`src/common/flash_pkg.sv`:
```
// SPI NOR flash side of the loader: read command and address layout
package flash_pkg;

    localparam logic [7:0] read_opcode = 8'h03; // plain single-bit read
    localparam int         cmd_bits    = 32;    // opcode + 24 bit address
    localparam int         page_w      = 12;    // page field inside the address

    typedef logic [cmd_bits-1:0] flash_cmd_t;   // shifted out msb first
    typedef logic [2:0]          img_t;         // image select

    localparam logic [page_w-1:0] boot_page = 12'h805; // bootloader + map start here

    // address = 00 iii pppppppppppp 0000000
    // one page field step is 128 bytes of flash
    function automatic flash_cmd_t build_cmd(
        input img_t              img,
        input logic [page_w-1:0] page
    );
        return {read_opcode, 2'b00, img, page, 7'b000_0000};
    endfunction

endpackage

```
`src/common/flash_if.sv`:
```
`timescale 1ns/1ps

// sequencer <-> spi reader
interface flash_if;

    logic                  cmd_start;  // drop cs, start command
    flash_pkg::flash_cmd_t cmd;        // opcode + address
    logic                  bit_req;    // fetch one data bit
    logic                  cs_release; // raise cs, end of load
    logic                  cmd_done;   // all command bits clocked out
    logic                  bit_valid;  // bit_data is fresh
    logic                  bit_data;   // sampled miso

    modport seq (
        output cmd_start, cmd, bit_req, cs_release,
        input  cmd_done, bit_valid, bit_data
    );

    modport spi (
        input  cmd_start, cmd, bit_req, cs_release,
        output cmd_done, bit_valid, bit_data
    );

endinterface

```
`src/flash/flash_reader.sv`:
```
`timescale 1ns/1ps

// spi master for the nor flash, cpol=1
// command goes out msb first, data comes back one bit per request
module flash_reader (
    input  logic MCLK,
    input  logic rst_n,
    flash_if.spi spi,
    output logic flash_cs_n,
    output logic flash_sck,
    output logic flash_mosi,
    input  logic flash_miso
);

    localparam int cnt_w = $clog2(flash_pkg::cmd_bits);

    logic [cnt_w-1:0]      bit_cnt;  // command bits already clocked in by the flash
    logic                  cmd_act;  // command shifting
    logic                  rd_act;   // sck low phase of a data bit
    flash_pkg::flash_cmd_t sh_reg;   // remaining command bits

    always_ff @(posedge MCLK or negedge rst_n)
    begin
        if (!rst_n)
        begin
            flash_cs_n    <= 1'b1;
            flash_sck     <= 1'b1;  // idle high
            flash_mosi    <= 1'b0;
            bit_cnt       <= '0;
            cmd_act       <= 1'b0;
            rd_act        <= 1'b0;
            spi.cmd_done  <= 1'b0;
            spi.bit_valid <= 1'b0;
        end
        else
        begin
            spi.cmd_done  <= 1'b0;
            spi.bit_valid <= 1'b0;
            if (spi.cmd_start)
            begin
                flash_cs_n <= 1'b0;
                flash_sck  <= 1'b0;               // first bit goes out right away
                flash_mosi <= spi.cmd[flash_pkg::cmd_bits-1];
                bit_cnt    <= '0;
                cmd_act    <= 1'b1;
            end
            else if (cmd_act)
            begin
                if (!flash_sck)
                begin
                    flash_sck <= 1'b1;            // flash latches mosi here
                    if (bit_cnt == cnt_w'(flash_pkg::cmd_bits - 1))
                    begin
                        cmd_act      <= 1'b0;
                        spi.cmd_done <= 1'b1;     // 64 cycles after cmd_start
                    end
                    else
                    begin
                        bit_cnt <= bit_cnt + 1'b1;
                    end
                end
                else
                begin
                    flash_sck  <= 1'b0;           // mosi changes with sck low
                    flash_mosi <= sh_reg[flash_pkg::cmd_bits-1];
                end
            end
            else if (spi.bit_req)
            begin
                flash_sck <= 1'b0;                // flash drives next bit on this fall
                rd_act    <= 1'b1;
            end
            else if (rd_act)
            begin
                flash_sck     <= 1'b1;            // miso sampled on this edge
                rd_act        <= 1'b0;
                spi.bit_valid <= 1'b1;
            end
            if (spi.cs_release)
            begin
                flash_cs_n <= 1'b1;
                flash_sck  <= 1'b1;
                cmd_act    <= 1'b0;
                rd_act     <= 1'b0;
            end
        end
    end

    // command shifter and read data
    always_ff @(posedge MCLK)
    begin
        if (spi.cmd_start)
            sh_reg <= spi.cmd << 1;               // msb already on mosi
        else if (cmd_act && flash_sck)
            sh_reg <= sh_reg << 1;
        if (rd_act)
            spi.bit_data <= flash_miso;
    end

endmodule

```
`src/flat_wrapper.sv`:
```
// flat-port wrapper written by rule: the top's interface ports become plain ports
module flash_reader_flat 
  (MCLK, rst_n, flash_cs_n, flash_sck, flash_mosi, flash_miso, spi_cmd_start, spi_cmd, spi_bit_req, spi_cs_release, spi_cmd_done, spi_bit_valid, spi_bit_data);
  flash_if spi_i ();
  input  logic MCLK;
  input  logic rst_n;
  output logic flash_cs_n;
  output logic flash_sck;
  output logic flash_mosi;
  input  logic flash_miso;
  input wire logic [$bits(spi_i.cmd_start)-1:0] spi_cmd_start;
  input wire logic [$bits(spi_i.cmd)-1:0] spi_cmd;
  input wire logic [$bits(spi_i.bit_req)-1:0] spi_bit_req;
  input wire logic [$bits(spi_i.cs_release)-1:0] spi_cs_release;
  output wire logic [$bits(spi_i.cmd_done)-1:0] spi_cmd_done;
  output wire logic [$bits(spi_i.bit_valid)-1:0] spi_bit_valid;
  output wire logic [$bits(spi_i.bit_data)-1:0] spi_bit_data;
  assign spi_i.cmd_start = spi_cmd_start;
  assign spi_i.cmd = spi_cmd;
  assign spi_i.bit_req = spi_bit_req;
  assign spi_i.cs_release = spi_cs_release;
  assign spi_cmd_done = spi_i.cmd_done;
  assign spi_bit_valid = spi_i.bit_valid;
  assign spi_bit_data = spi_i.bit_data;
  flash_reader u_core (.MCLK(MCLK), .rst_n(rst_n), .spi(spi_i), .flash_cs_n(flash_cs_n), .flash_sck(flash_sck), .flash_mosi(flash_mosi), .flash_miso(flash_miso));
endmodule
```
`config.mk`:
```
export PLATFORM = sky130hd
export DESIGN_NAME = flash_reader_flat
export DESIGN_NICKNAME = d
export VERILOG_FILES = /design/src/common/flash_pkg.sv /design/src/common/flash_if.sv /design/src/flash/flash_reader.sv /design/src/flat_wrapper.sv
export SDC_FILE = /design/constraint.sdc
export NUM_CORES = 1
export LEC_CHECK = 0
export ABC_AREA = 1
export ABC_CLOCK_PERIOD_IN_PS = 5600
export BUFFER_PORTS_ARGS = -buffer_cell sky130_fd_sc_hd__buf_2
export CAP_MARGIN = 40
export CELL_PAD_IN_SITES_DETAIL_PLACEMENT = 1
export CELL_PAD_IN_SITES_GLOBAL_PLACEMENT = 1
export CORE_MARGIN = 10
export CORE_UTILIZATION = 43
export DETAILED_ROUTE_END_ITERATION = 8
export PLACE_DENSITY = 0.87
export SYNTH_ARGS = -nofsm -noshare
export SYNTH_HDL_FRONTEND = slang
export SYNTH_SLANG_ARGS = --single-unit
export TNS_END_PERCENT = 10
```
`constraint.sdc`:
```
create_clock -name MCLK -period 5.6 [get_ports MCLK]
set_input_delay 0.56 -clock MCLK [delete_from_list [all_inputs] [get_ports MCLK]]
set_output_delay 0.56 -clock MCLK [all_outputs]
set_load 0.05 [all_outputs]
```
Word level (Yosys, flattened, before mapping)

Cells that the tools add are included.

Flip-flop bits (word level): 44
Bits of input ports: 38
Output and inout port bits: 6

$add $sub $neg: 1
Equal/unequal tests: 5
Multiplexer cells: 34
Reduce and logical (&&, ||, !) cells: 9

Operator list:

| kind                  | count |
|---|---|
| $mux W32              | 2 |
| $mux W1               | 28 |
| $mux W5               | 4 |
| $reduce_bool A2 Y1    | 4 |
| $ne A2 B2 Y1 const B  | 3 |
| $add A5 B1 Y5 const B | 1 |
| $eq A5 B5 Y1 const B  | 1 |
| $reduce_bool A5 Y1    | 1 |
| $reduce_and A2 Y1     | 2 |
| $reduce_and A3 Y1     | 1 |
| $ne A2 B1 Y1 const B  | 1 |
| $logic_and A1 B1 Y1   | 1 |

Logic depth before layout (Yosys ltp)

Depth in word-level cells: 6
Depth in mapped cells: 10
Mapped depth without buffers: 10

Least setup slack after synthesis

Ideal clock, no wire load.

Path kind: reg2reg
Start point: reg u_core.flash_sck
End point: reg u_core.sh_reg[10], enable pin
Setup time: 0.386 ns
Arrival: 1.656 ns
Setup slack: 3.558 ns
Stages on the path, launching flop included: 5
Buffers on the path: 0
Cells stage by stage: dfstp_2 inv_1 nand2_1 nand2_1 inv_1

Word-level cells in the longest chain between the ends: 2

Ends and longest elaborated chain:

| element                             | line               | text |
|---|---|---|
| start: declaration                  | flash_reader.sv:10 | `output logic flash_sck,` |
| start signal: assignment            | flash_reader.sv:27 | `flash_sck <= 1'b1;` |
| start signal: assignment            | flash_reader.sv:42 | `flash_sck <= 1'b0;` |
| start signal: assignment            | flash_reader.sv:51 | `flash_sck <= 1'b1;` |
| $logic_and A1 B1 Y1                 | flash_reader.sv:94 | `else if (cmd_act && flash_sck)` |
| $reduce_bool A2 Y1 (no source line) | --                 |  |
| end signal: assignment              | flash_reader.sv:93 | `sh_reg <= spi.cmd << 1;` |
| end signal: assignment              | flash_reader.sv:95 | `sh_reg <= sh_reg << 1;` |
| end: declaration                    | flash_reader.sv:20 | `flash_pkg::flash_cmd_t sh_reg;` |

No other way between the ends.
A chain may end at the register's enable or synchronous reset.

Worst setup path in the final report

Start point: in spi_cmd_start
End point: reg u_core.sh_reg[11], enable pin

Word-level cells in the longest chain between the ends: 1

Ends and longest elaborated chain:

| element                             | line               | text |
|---|---|---|
| start: declaration                  | flat_wrapper.sv:11 | `input wire logic [$bits(spi_i.cmd_start)-1:0] spi_cmd_start;` |
| $reduce_bool A2 Y1 (no source line) | --                 |  |

No other way between the ends.

==> metrics.yaml <==
critPathMaxStageDelay_ps: 490
cpMostUsedCell: "nand2_1"
avgSynthCellArea_um2: 9.60
synth-xor-area-share_pct: 0
fin_total_pwr_w: 0.000722
synth.top_cells.by_area: "edfxtp_1 (49%), nand2_1 (22%), dfrtp_1 (13%)"
seq_area_frac_synth_pct: 64.5
fmax_ghz: 0.413
synth-seq-cells: 44
fp.dieH_um: 87.5
cp.arrival_ps: 2420
grt_max_degree: 41
synth-simple-area-share_pct: 27.6
rows: 24
drive_gt1_share_pct: 23.0
synth_fa_ha_area_share_pct: 1.28
io_buffers: 43
hold_viol: 0
overflow: 0
coreArea_um2: 4380
routed_wl_mm: 4.55
drtIter0Drc: 50
ctsHoldBuffers: 0
yosys-mux-area-fraction_pct: 0
min_period_ps: 2420
cts_root_buf: "clkbuf_8"
final_max_slew_viol_count: 0
ios: 44
power.density_nw_per_um2: 313
fp.dieW_um: 87.5
largest_reg_flops: 31
ant_nets: 0
ctsResizeCount: 0
critPathKind: "input pin to flop"
ctsLongestPathBuffers: 2
clock_skew_ps: 4.69
worstPathCellList: "buf_2, inv_4, nand2_1, nand2_1, inv_1, buf_16"
drtPass1Iterations: 6
synth-compound-area-share_pct: 1.09
synth_top_family_by_area: "simple AND/OR/NAND/NOR gates"
rsz0062_at_grt: "false"
required_ps: 5600
synth_top_area_share_pct: 49.0
cap_violations: 0
clock-sinks: 44
antenna_found_initial: 0
status: "completed"
dieArea_um2: 7660
synth_nets: 244
hold_path_class: "input pin to asynchronous set/reset pin"
yosysWarnings: 0
setup_tns_ps: 0
gp_congestion: 0.719
power_leakage_nw: 1.14
diodes: 0
synth.distinct_cells: 20
setup_viol: 0
areaGrowthSynthToFinish_pct: 17.8
post_drt_wl_per_cell_um: 15.2
synth_area_leader_cell: "edfxtp_1"
crit_slowest_cell: "buf_2"
cts_max_level: 2
path_clk_slew_ps: 80
syn-cell-area_um2: 1960
route.detailed.drc: 0
worstSetupEndpointType: "flop"
worst_slew_pin_slew_ps: 633
track_usage_pct: 12.6
post-dp-hpwl_mm: 3.42
period_share_pct: 43.2
slew_headroom_pct: 57.8
cts_tree: "yes"
clkLatencyLatePin_ps: 290
vias: 1465
peakVddDrop_v: 0.000174
start_kind: "input pin"
utilization_pct: 52.7
grt_pass1_wl_mm: 7.70
path_max_fanout: 40
numCtsBuffers: 5
post_cts_buffers: 0
viasPerCell: 4.88
grt_pass1_vias: 1706
netlist_instances: 204
initial_core_util_pct: 44.7
final_nets: 287
==> metal layers <==
metal / GRT usage (%) / wire [µm] / vias to the layer above
met1: 13.9 / 1860 / 689
met4: 6.38 / 96 / 0
met3: 3.37 / 189 / 10
met5: 0 / 0 / -
met2: 21.8 / 2410 / 36
li1: - / - / 730
==> critical path: cells and delay by family <==
family / cells / cell delay [ps]
buffers and inverters: 4 / 1530
and+or+nand+nor: 2 / 300
==> cell type report <==
class                      count  area, µm²
clock buffer                   5       68.8
tap                           52       65.1
clock inverter                 3       37.5
inverter                      11       43.8
multi-input combinational    141        587
sequential                    44       1260
timing repair buffer          44        243
fill                         515       2080
==> cell usage in the layout, fill, tap and decap left out, types with 2 or more instances in the layout <==
master	instances
ha_1	2
dfrtp_1	10
nor3_1	4
dfstp_2	2
clkinv_1	2
a21oi_1	2
nand3_1	6
buf_2	43
inv_1	10
nor2_1	6
clkbuf_8	5
edfxtp_1	32
nand2_1	114
==> cells by family after synthesis <==
logic type,count (synthesis)
simple gates,135
flops,44
buf+inv,19
compound gates,4
fa+ha+maj,2
==> report_power, final <==
part           switching, W  leakage, nW  internal [W]
Clock              0.000107       0.0532      0.000130
Combinational     0.0000572        0.610     0.0000289
Sequential        0.0000108        0.477      0.000388
==> Yosys cell counts <==
| master | number |
|---|---|
| nand2_2 | 1 |
| inv_1 | 10 |
| buf_6 | 4 |
| o21ai_0 | 1 |
| dfrtp_1 | 10 |
| nand2_1 | 114 |
| or2_2 | 1 |
| edfxtp_1 | 32 |
| nor2_1 | 6 |
| nand3_1 | 6 |
| nand4_1 | 1 |
| nor2_4 | 1 |
| buf_2 | 4 |
| dfstp_2 | 2 |
| a21oi_1 | 2 |
| a31oi_1 | 1 |
| ha_1 | 2 |
| inv_4 | 1 |
| nand3_2 | 1 |
| nor3_1 | 4 |
==> path summary, 6_finish.rpt <==
kind                                   start              endpoint  slack (ps)  cells after the start
hold / removal                         rst_n  u_core.spi.bit_valid         130                      1
setup reg to reg            u_core.flash_sck     u_core.sh_reg[11]        3660                      5
max in group asynchronous              rst_n     u_core.flash_cs_n        5200                      1
setup / recovery               spi_cmd_start     u_core.sh_reg[11]        3180                      6
hold reg to reg            u_core.flash_cs_n     u_core.flash_cs_n         480                      2
min in group MCLK                 flash_miso   u_core.spi.bit_data         440                      1
==> metrics by stage <==
| stage | setup WS (ps) | area (µm²) | instances | hold WS (ps) |
|---|---|---|---|---|
| floorplan | 3560 | 1960 | 204 | 264 |
| global placement | 2730 | 2170 | 291 | 454 |
| detailed placement | 2830 | 2200 | 292 | 460 |
| CTS | 3150 | 2310 | 300 | 137 |
| global route | 2990 | 2310 | 300 | 147 |
| finish | 3180 | 2310 | 300 | 130 |
(Power assumes the default switching activity.)
