File: config.mk
export PLATFORM = sky130hd
export DESIGN_NAME = load_sequencer_flat
export DESIGN_NICKNAME = d
export VERILOG_FILES = /design/src/common/flash_pkg.sv /design/src/common/bubble_pkg.sv /design/src/common/flash_if.sv /design/src/common/map_if.sv /design/src/hdl/load_sequencer.sv /design/src/flat_wrapper.sv
export SDC_FILE = /design/constraint.sdc
export NUM_CORES = 1
export LEC_CHECK = 0
export BUFFER_PORTS_ARGS = -buffer_cell sky130_fd_sc_hd__buf_2
export CORE_UTILIZATION = 43
export CTS_BUF_LIST = sky130_fd_sc_hd__clkbuf_4 sky130_fd_sc_hd__clkbuf_8 sky130_fd_sc_hd__clkbuf_16
export DETAILED_ROUTE_END_ITERATION = 8
export HOLD_SLACK_MARGIN = 0.05
export PLACE_DENSITY = 0.71
export SETUP_SLACK_MARGIN = 0.05
export SYNTH_ARGS = -nofsm -noshare
export SYNTH_HDL_FRONTEND = slang
export SYNTH_SLANG_ARGS = --single-unit
export TNS_END_PERCENT = 5
File: constraint.sdc
create_clock -name MCLK -period 2.5 [get_ports MCLK]
set_input_delay 0.25 -clock MCLK [delete_from_list [all_inputs] [get_ports MCLK]]
set_output_delay 0.25 -clock MCLK [all_outputs]
set_load 0.01 [all_outputs]
File: src/common/flash_pkg.sv
// SPI NOR flash side of the loader: read command and address layout
package flash_pkg;

    localparam logic [7:0] read_opcode = 8'h03; // plain single-bit read
    localparam int         cmd_bits    = 32;    // opcode + 24 bit address
    localparam int         page_w      = 12;    // page field inside the address

    typedef logic [cmd_bits-1:0] flash_cmd_t;   // shifted out msb first
    typedef logic [2:0]          img_t;         // image select

    localparam logic [page_w-1:0] boot_page = 12'h805; // bootloader + map start here

    // address = 00 iii pppppppppppp 0000000
    // one page field step is 128 bytes of flash
    function automatic flash_cmd_t build_cmd(
        input img_t              img,
        input logic [page_w-1:0] page
    );
        return {read_opcode, 2'b00, img, page, 7'b000_0000};
    endfunction

endpackage

File: src/common/bubble_pkg.sv
// bubble output buffer and bad-loop map side of the loader
package bubble_pkg;

    typedef logic [11:0] page_t;      // page number from the requester
    typedef logic [14:0] buf_addr_t;  // bubble out buffer write address
    typedef logic [11:0] map_idx_t;   // loop map table index
    typedef logic [11:0] bit_cnt_t;   // bit counter inside one region

    localparam int map_depth = 4096;  // one entry per loop position

    // buffer layout
    localparam buf_addr_t boot_base = 15'd4106;   // bootloader region
    localparam buf_addr_t page_base = 15'd14336;  // page region

    // region lengths in bits
    // map region carries 1168 map bits and 32 trailing bits, all stored
    localparam bit_cnt_t map_bits  = 12'd1200;
    localparam bit_cnt_t sync_bits = 12'd6;       // good sync positions before data

endpackage

File: src/common/flash_if.sv
`timescale 1ns/1ps

// sequencer <-> spi reader
interface flash_if;

    logic                  cmd_start;  // drop cs, start command
    flash_pkg::flash_cmd_t cmd;        // opcode + address
    logic                  bit_req;    // fetch one data bit
    logic                  cs_release; // raise cs, end of load
    logic                  cmd_done;   // all command bits clocked out
    logic                  bit_valid;  // bit_data is fresh
    logic                  bit_data;   // sampled miso

    modport seq (
        output cmd_start, cmd, bit_req, cs_release,
        input  cmd_done, bit_valid, bit_data
    );

    modport spi (
        input  cmd_start, cmd, bit_req, cs_release,
        output cmd_done, bit_valid, bit_data
    );

endinterface

File: src/common/map_if.sv
`timescale 1ns/1ps

// sequencer <-> loop map table
interface map_if;

    logic rewind;   // index back to 0
    logic wr;       // store wr_data, advance index
    logic wr_data;  // map bit, 1 = good loop
    logic rd;       // read plain index, advance
    logic rd_data;  // valid the cycle after rd

    modport seq (output rewind, wr, wr_data, rd, input rd_data);

    modport lut (input rewind, wr, wr_data, rd, output rd_data);

endinterface

File: src/hdl/load_sequencer.sv
`timescale 1ns/1ps

// access fsm: boot access = bootloader + map, page access = sync + masked page
module load_sequencer #(
    parameter int BOOT_BITS = 2656,
    parameter int PAGE_BITS = 1030
) (
    input  logic                  MCLK,
    input  logic                  rst_n,
    input  flash_pkg::img_t       img_num,
    input  bubble_pkg::page_t     page_num,
    input  logic                  acc_req,
    input  logic                  acc_page,
    flash_if.seq                  seq,
    map_if.seq                    map,
    output logic                  buf_wr_n,
    output bubble_pkg::buf_addr_t buf_addr,
    output logic                  buf_data
);

    typedef enum logic [2:0] {
        S_IDLE,
        S_WAIT_REL,  // load done, wait for acc_req low
        S_CMD,
        S_BOOT,
        S_MAP,
        S_SYNC,
        S_PAGE
    } state_t;

    // steps of one buffer write
    typedef enum logic [2:0] {
        ST_REQ,      // ask flash for a bit
        ST_WAIT,     // wait bit_valid
        ST_MAPRD,    // read loop map
        ST_MAPCHK,   // map bit on rd_data
        ST_WR        // buf_wr_n low
    } step_t;

    state_t               state;
    step_t                step;
    bubble_pkg::bit_cnt_t cnt;       // good bits in current region
    logic                 page_acc;  // captured acc_page
    logic                 wr_go;     // start a buffer write
    logic                 wr_bit;
    logic                 good;      // this write counts toward the region
    logic                 last_bit;

    always_comb
    begin
        seq.bit_req = (state inside {S_BOOT, S_MAP, S_PAGE}) && (step == ST_REQ);
        map.rd      = (state inside {S_SYNC, S_PAGE}) && (step == ST_MAPRD);
        map.wr      = (state == S_MAP) && (step == ST_WAIT) && seq.bit_valid; // map copy
        map.wr_data = seq.bit_data;
        // bad loop in page data writes 0 here too, good one goes to flash first
        wr_go  = ((step == ST_WAIT) && seq.bit_valid) ||
                 ((step == ST_MAPCHK) && !((state == S_PAGE) && map.rd_data));
        wr_bit = (step == ST_WAIT) ? seq.bit_data : map.rd_data; // sync: good=1, bad=0
        good   = (step == ST_WAIT) || map.rd_data;
        case (state)
            S_BOOT:  last_bit = (cnt == bubble_pkg::bit_cnt_t'(BOOT_BITS));
            S_MAP:   last_bit = (cnt == bubble_pkg::map_bits);
            S_SYNC:  last_bit = (cnt == bubble_pkg::sync_bits);
            S_PAGE:  last_bit = (cnt == bubble_pkg::bit_cnt_t'(PAGE_BITS));
            default: last_bit = 1'b0;
        endcase
    end

    always_ff @(posedge MCLK or negedge rst_n)
    begin
        if (!rst_n)
        begin
            state          <= S_IDLE;
            step           <= ST_REQ;
            cnt            <= '0;
            page_acc       <= 1'b0;
            buf_wr_n       <= 1'b1;
            buf_addr       <= '0;
            seq.cmd_start  <= 1'b0;
            seq.cs_release <= 1'b0;
            map.rewind     <= 1'b0;
        end
        else
        begin
            seq.cmd_start  <= 1'b0;
            seq.cs_release <= 1'b0;
            map.rewind     <= 1'b0;
            case (state)
                S_IDLE:
                    if (acc_req)
                    begin
                        state         <= S_CMD;
                        page_acc      <= acc_page;
                        seq.cmd_start <= 1'b1;
                        map.rewind    <= 1'b1;     // boot writes and page reads start at 0
                    end
                S_WAIT_REL:
                    if (!acc_req)
                        state <= S_IDLE;
                S_CMD:
                    if (seq.cmd_done)
                    begin
                        cnt <= '0;
                        if (page_acc)
                        begin
                            state    <= S_SYNC;
                            step     <= ST_MAPRD;
                            buf_addr <= bubble_pkg::page_base;
                        end
                        else
                        begin
                            state    <= S_BOOT;
                            step     <= ST_REQ;
                            buf_addr <= bubble_pkg::boot_base;
                        end
                    end
                default:
                    case (step)
                        ST_REQ:   step <= ST_WAIT;
                        ST_MAPRD: step <= ST_MAPCHK;
                        ST_WAIT, ST_MAPCHK:
                            if (wr_go)
                            begin
                                buf_wr_n <= 1'b0;
                                step     <= ST_WR;
                                cnt      <= cnt + bubble_pkg::bit_cnt_t'(good);
                            end
                            else if (step == ST_MAPCHK)
                            begin
                                step <= ST_REQ;    // good loop, page bit from flash
                            end
                        default:                   // ST_WR
                        begin
                            buf_wr_n <= 1'b1;
                            buf_addr <= buf_addr + 1'b1;
                            if (!last_bit)
                            begin
                                step <= (state inside {S_SYNC, S_PAGE}) ? ST_MAPRD : ST_REQ;
                            end
                            else if (state == S_BOOT)
                            begin
                                state <= S_MAP;    // map follows directly in flash
                                cnt   <= '0;
                                step  <= ST_REQ;
                            end
                            else if (state == S_SYNC)
                            begin
                                state <= S_PAGE;
                                cnt   <= '0;
                                step  <= ST_MAPRD;
                            end
                            else
                            begin
                                state          <= S_WAIT_REL;
                                step           <= ST_REQ;
                                seq.cs_release <= 1'b1;
                            end
                        end
                    endcase
            endcase
        end
    end

    // command word and buffer data
    always_ff @(posedge MCLK)
    begin
        if ((state == S_IDLE) && acc_req)
            seq.cmd <= flash_pkg::build_cmd(img_num, acc_page ? page_num : flash_pkg::boot_page);
        if (wr_go)
            buf_data <= wr_bit;
    end

endmodule

File: src/flat_wrapper.sv
// flat-port wrapper written by rule: the top's interface ports become plain ports
module load_sequencer_flat 
#(
    parameter int BOOT_BITS = 2656,
    parameter int PAGE_BITS = 1030
)
  (MCLK, rst_n, img_num, page_num, acc_req, acc_page, buf_wr_n, buf_addr, buf_data, seq_cmd_start, seq_cmd, seq_bit_req, seq_cs_release, seq_cmd_done, seq_bit_valid, seq_bit_data, map_rewind, map_wr, map_wr_data, map_rd, map_rd_data);
  flash_if seq_i ();
  map_if map_i ();
  input  logic MCLK;
  input  logic rst_n;
  input  flash_pkg::img_t img_num;
  input  bubble_pkg::page_t page_num;
  input  logic acc_req;
  input  logic acc_page;
  output logic buf_wr_n;
  output bubble_pkg::buf_addr_t buf_addr;
  output logic buf_data;
  output wire logic [$bits(seq_i.cmd_start)-1:0] seq_cmd_start;
  output wire logic [$bits(seq_i.cmd)-1:0] seq_cmd;
  output wire logic [$bits(seq_i.bit_req)-1:0] seq_bit_req;
  output wire logic [$bits(seq_i.cs_release)-1:0] seq_cs_release;
  input wire logic [$bits(seq_i.cmd_done)-1:0] seq_cmd_done;
  input wire logic [$bits(seq_i.bit_valid)-1:0] seq_bit_valid;
  input wire logic [$bits(seq_i.bit_data)-1:0] seq_bit_data;
  output wire logic [$bits(map_i.rewind)-1:0] map_rewind;
  output wire logic [$bits(map_i.wr)-1:0] map_wr;
  output wire logic [$bits(map_i.wr_data)-1:0] map_wr_data;
  output wire logic [$bits(map_i.rd)-1:0] map_rd;
  input wire logic [$bits(map_i.rd_data)-1:0] map_rd_data;
  assign seq_cmd_start = seq_i.cmd_start;
  assign seq_cmd = seq_i.cmd;
  assign seq_bit_req = seq_i.bit_req;
  assign seq_cs_release = seq_i.cs_release;
  assign seq_i.cmd_done = seq_cmd_done;
  assign seq_i.bit_valid = seq_bit_valid;
  assign seq_i.bit_data = seq_bit_data;
  assign map_rewind = map_i.rewind;
  assign map_wr = map_i.wr;
  assign map_wr_data = map_i.wr_data;
  assign map_rd = map_i.rd;
  assign map_i.rd_data = map_rd_data;
  load_sequencer #(.BOOT_BITS(BOOT_BITS), .PAGE_BITS(PAGE_BITS)) u_core (.MCLK(MCLK), .rst_n(rst_n), .img_num(img_num), .page_num(page_num), .acc_req(acc_req), .acc_page(acc_page), .seq(seq_i), .map(map_i), .buf_wr_n(buf_wr_n), .buf_addr(buf_addr), .buf_data(buf_data));
endmodule
Word-level counts from Yosys, hierarchy flattened
Cells that the tools add are included.
- $add $sub $neg: 2
- equality and inequality tests: 22
- mux-type cells: 41
- bitwise logic cells: 3
- reductions and logical operators: 29
- operator list (cell ; count):
    two-way mux 12 bit ; 5
    case mux 12 bit (2 select lines) ; 2
    two-way mux 3 bit ; 13
    two-way mux 15 bit ; 2
    case mux 15 bit (2 select lines) ; 1
    equality test 12 x 11 -> 1 bit, second input constant ; 2
    case mux 3 bit (3 select lines) ; 2
    adder 15 x 1 -> 15 bit, second input constant ; 1
    two-way mux 14 bit ; 1
    adder 12 x 1 -> 12 bit ; 1
    equality test 12 bit, second input constant ; 1
    equality test 12 x 3 -> 1 bit, second input constant ; 1
    equality test 3 x 2 -> 1 bit, second input constant ; 4
    equality test 3 bit, second input constant ; 3
    two-way mux 1 bit ; 9
    AND reduction 3 bit ; 3
    logical AND 1 bit ; 8
    nonzero test 4 bit ; 2
    equality test 3 x 1 -> 1 bit, second input constant ; 2
    logical NOT 3 bit ; 2
    two-way mux 2 bit ; 3
    != test 2 x 1 -> 1 bit, second input constant ; 3
    != test 2 bit, second input constant ; 3
    case mux 3 bit (2 select lines) ; 1
    other kinds (16) ; 22
- register bits after elaboration: 53
- input port bits: 23
- output and inout port bits: 56
- logic and storage cells: 108

Depth between registers and ports, before layout
- depth in word-level cells: 8
- mapped depth: 10
- mapped depth without buffers: 10

Least setup slack after synthesis
OpenSTA, ideal clock, no wires.
- kind: reg2reg
- start point: reg u_core.state[1]
- end point: reg u_core.page_acc
- library setup time: 125 ps
- arrival time: 2400 ps
- required time: 2375 ps
- slack: -25 ps
- cell stages (with the launch flop): 6
- path buffers: 1
- period minus slack after synthesis: 2525 ps
- cells stage by stage: dfrtp_1 -> buf_2 -> inv_2 -> nand2_1 -> nor3_1 -> mux2_2
- longest elaborated chain between the ends: 2
- ends and longest elaborated chain (element ; line ; text):
    from (decl) ; load_sequencer.sv:40 ; state_t state;
    from (signal assigned) ; load_sequencer.sv:73 ; state <= S_IDLE;
    from (signal assigned) ; load_sequencer.sv:92 ; state <= S_CMD;
    from (signal assigned) ; load_sequencer.sv:99 ; state <= S_IDLE;
    logical NOT 3 bit ; load_sequencer.sv:88 ; case (state)
    AND reduction 2 bit (no line) ; -- ;
    to (signal assigned) ; load_sequencer.sv:93 ; page_acc <= acc_page;
    to (decl) ; load_sequencer.sv:43 ; logic page_acc;
No other way between the ends.
A chain may end at the register's enable or synchronous reset.

Worst setup path in the final report
- start point: reg u_core.state[1]
- end point: out map_rd
- longest elaborated chain between the ends: 3
- elaborated cells between the ends (all ways): 4
- those cells by class: eq/ne (2); reduce/logical (2)
- ends and longest elaborated chain (element ; line ; text):
    equality test 3 bit ; load_sequencer.sv:52 ; map.rd = (state inside {S_SYNC, S_PAGE}) && (step == ST_MAPRD);
    nonzero test 2 bit (*) ; load_sequencer.sv:52 ;
    logical AND 1 bit (*) ; load_sequencer.sv:52 ;
    to (decl) ; flat_wrapper.sv:29 ; output wire logic [$bits(map_i.rd)-1:0] map_rd;
Mark *: on every way between the ends. The rest lies on a longest branch, timed or not.

==> flow_summary.yaml <==
status:
  outcome: "finished clean"
timing:
  period_share: 0.9231
  hold_slack_ps: 30.79
  fin_crit_ps: 2308
  fin_setup_tns_ps: 0
  clock.fmax_mhz: 433.3
  hold_viol: 0
  setup_viol: 0
  rsz0062_at_grt: "false"
  slew_viol_final: 0
  slew_headroom: 0.4391
  tightest_slew_ps: 841.3
  fin_worst_skew_ps: 7.886
clocking:
  clock_latency_ps: 310
  cts_tree: "done"
  numCtsBuffers: 5
  cts.repair.resized: 0
  postCtsSetupBuffers: 0
  path_clk_slew_ps: 100
  ctsHoldBuffers: 0
  clockRootBuffer: "clkbuf_8"
  cts_num_sinks: 53
  cts.htree.levels: 2
  clock_path_buffers: 2
critical_path:
  r2r-start: "u_core.step[0]$_DFFE_PN0P_"
  critPathKind: "reg -> out"
  worstReg2RegEnd: "u_core.cnt[10]$_DFFE_PN0P_"
  cp-start-kind: "register"
  cp_max_fo: 11
  setup.worst_path.end_class: "output port"
  reg2regPathDepth: 10
  reg2reg_slack_ps: 250
  worst_ep_arrival_time_ps: 2060
  cp.required_ps: 2250
synthesis:
  synth_ff_type: "dfrtp_1"
  yosysSeqAreaShare: 0.4731
  netlist_area_sq_um: 2975
  syn_avg_cell_area_sq_um: 9.476
  yosysWarnings: 0
  ys_ff_latch: 53
  async_reset_ff_frac: 0.6981
  synth_cells: 314
  yosysUniqueCellTypes: 61
  synth_edf_count: 16
global_route:
  met2_usage: 0.2977
  overflow: 0
  track_usage: 0.1904
  grt_busiest_layer: "met2"
  grt_use_met1: 0.2627
  grt_pass1_wl_mm: 10.95
  grt_pass1_vias: 2300
  met3_usage: 0.03599
  grt_max_degree: 38
  antenna_found_initial: 0
layout:
  final_common_cell: "buf_2"
  design_area_sq_um: 3436
  multi_input_area_sq_um: 1398
  nFillCells: 605
  final_layout_size_suffix_gt1_frac: 0.2487
  seq_area_sq_um: 1408
  area_delta_synth_final_pct: 15.48
  most-common-layout-cells: "61 x buf_2, 36 x dfrtp_1, 27 x nor2_1"
  antennaDiodeCount: 0
  final_net_count: 403
drt:
  drc: 0
  finalWirelength_mm: 6.611
  drt_first_pass_iters: 4
  vias: 2511
  drtAntennaViolNets: 0
  drt_iter0_drc: 315
  wl_per_cell_microns: 14.53
  via_per_inst: 5.519
pwr:
  p_total_w: 0.002407
  power_frac_seq: 0.468
  peakVddDrop_mv: 0.3481
  clkPwrFrac: 0.246
  p_sw_frac: 0.3390
  netSwitchingPower_w: 0.0008160
  power.leakage_nw: 1.591
  internal_power_w: 0.001591
  pwr-share-comb: 0.286
  powerDensity_nw_per_um2: 700.5
die:
  start_util: 0.4556
  die-area_sq_um: 7256
  core_sq_um: 6531
  io-pin-count: 79
  rows: 29
  die_h_microns: 85.19
  die_w_microns: 85.19
placement:
  io_buffer_count: 61
  gp_congestion: 0.8714
  hpwl_mm: 4.748
  place_area_sq_um: 3316
hold_path:
  min_path_type: "in -> async"
flow_run:
  cap_violations: 0
[area by class of cell]
class,count,share of cell area
clock inverter,3,0.01275
sequential,53,0.4097
inverter,7,0.007647
timing repair buffer,73,0.1151
multi-input combinational,237,0.4068
clock buffer,5,0.02003
tap,77,0.02804
[worst max path at each step]
stage,startpoint,end,slack (ps),depth (start not counted)
2_1_floorplan,u_core.step[0]$_DFFE_PN0P_,u_core.cnt[10]$_DFFE_PN0P_,260,10
5_1_grt,u_core.step[0]$_DFFE_PN0P_,u_core.cnt[10]$_DFFE_PN0P_,90,10
4_1_cts,u_core.step[0]$_DFFE_PN0P_,u_core.cnt[10]$_DFFE_PN0P_,190,10
3_5_place_dp,u_core.step[0]$_DFFE_PN0P_,u_core.cnt[10]$_DFFE_PN0P_,200,10
6_report,u_core.state[1]$_DFFE_PN0P_,map_rd,190,5
3_3_place_gp,u_core.step[0]$_DFFE_PN0P_,u_core.cnt[10]$_DFFE_PN0P_,250,10
[synthesized netlist by cell type, types with 6 or more instances]
cell type	count	area, sq um
a21oi_1	25	125.1
and2_1	11	68.82
and3_1	13	81.33
buf_2	8	40.04
buf_4	20	150.1
dfrtp_1	36	900.9
edfxtp_1	16	480.5
inv_1	6	22.52
nand2_1	25	93.84
nand2b_1	8	50.05
nand3_1	12	60.06
nand4_1	8	50.05
nor2_1	27	101.4
nor3_1	8	40.04
o21a_1	6	45.04
o21ai_0	10	50.05
xor2_1	8	70.07
[per-layer routing]
layer / wire (microns) / vias to the layer above / part of all wire
met5: 0 / - / 0
met4: 95 / 0 / 0.014
met3: 471 / 6 / 0.071
met2: 3058 / 109 / 0.46
met1: 2986 / 1166 / 0.45
li1: - / 1230 / -
[flip-flops by register name, summed over array words and instances, names as in the netlist]
signal / count
u_core.buf_addr: 15
u_core.seq.cmd: 15
u_core.cnt: 12
u_core.state: 3
u_core.step: 3
u_core.buf_data: 1
u_core.buf_wr_n: 1
u_core.map.rewind: 1
u_core.page_acc: 1
u_core.seq.cs_release: 1
[stage by stage]
| step | instances | worst slack [ps] | util |
|---|---|---|---|
| floorplan | 329 | 263.1 | - |
| global placement | 447 | 249.3 | 0.5077 |
| detailed placement | 447 | 196.7 | 0.5077 |
| CTS | 455 | 191.4 | 0.5249 |
| global route | 455 | 93.03 | 0.5261 |
| finish | 455 | 192.2 | 0.5261 |
[cell families after synthesis]
group,synth area share
flops,0.4731
compound gates,0.1674
simple gates,0.2296
xor+xnor,0.02355
fa+ha+maj,0.01262
other cells,0.002524
buf+inv,0.08032
mux,0.01093
[power by group through the flow]
stage	clock network, W	logic, W	registers, W
6_report	0.000593	0.000689	0.00113
5_1_grt	0.000643	0.000767	0.00114
4_1_cts	0.000610	0.000681	0.00112
3_5_place_dp	0	0.000676	0.00114
3_3_place_gp	0	0.000674	0.00113
2_1_floorplan	0	0.000465	0.00113
[critical path, stage by stage, from the launching register on]
cell and delay [ps]:
dfrtp_1 550, buf_4 210, nor2b_1 260, o21ai_1 160
nor4b_1 360, buf_2 200
(Power assumes the default switching activity.)
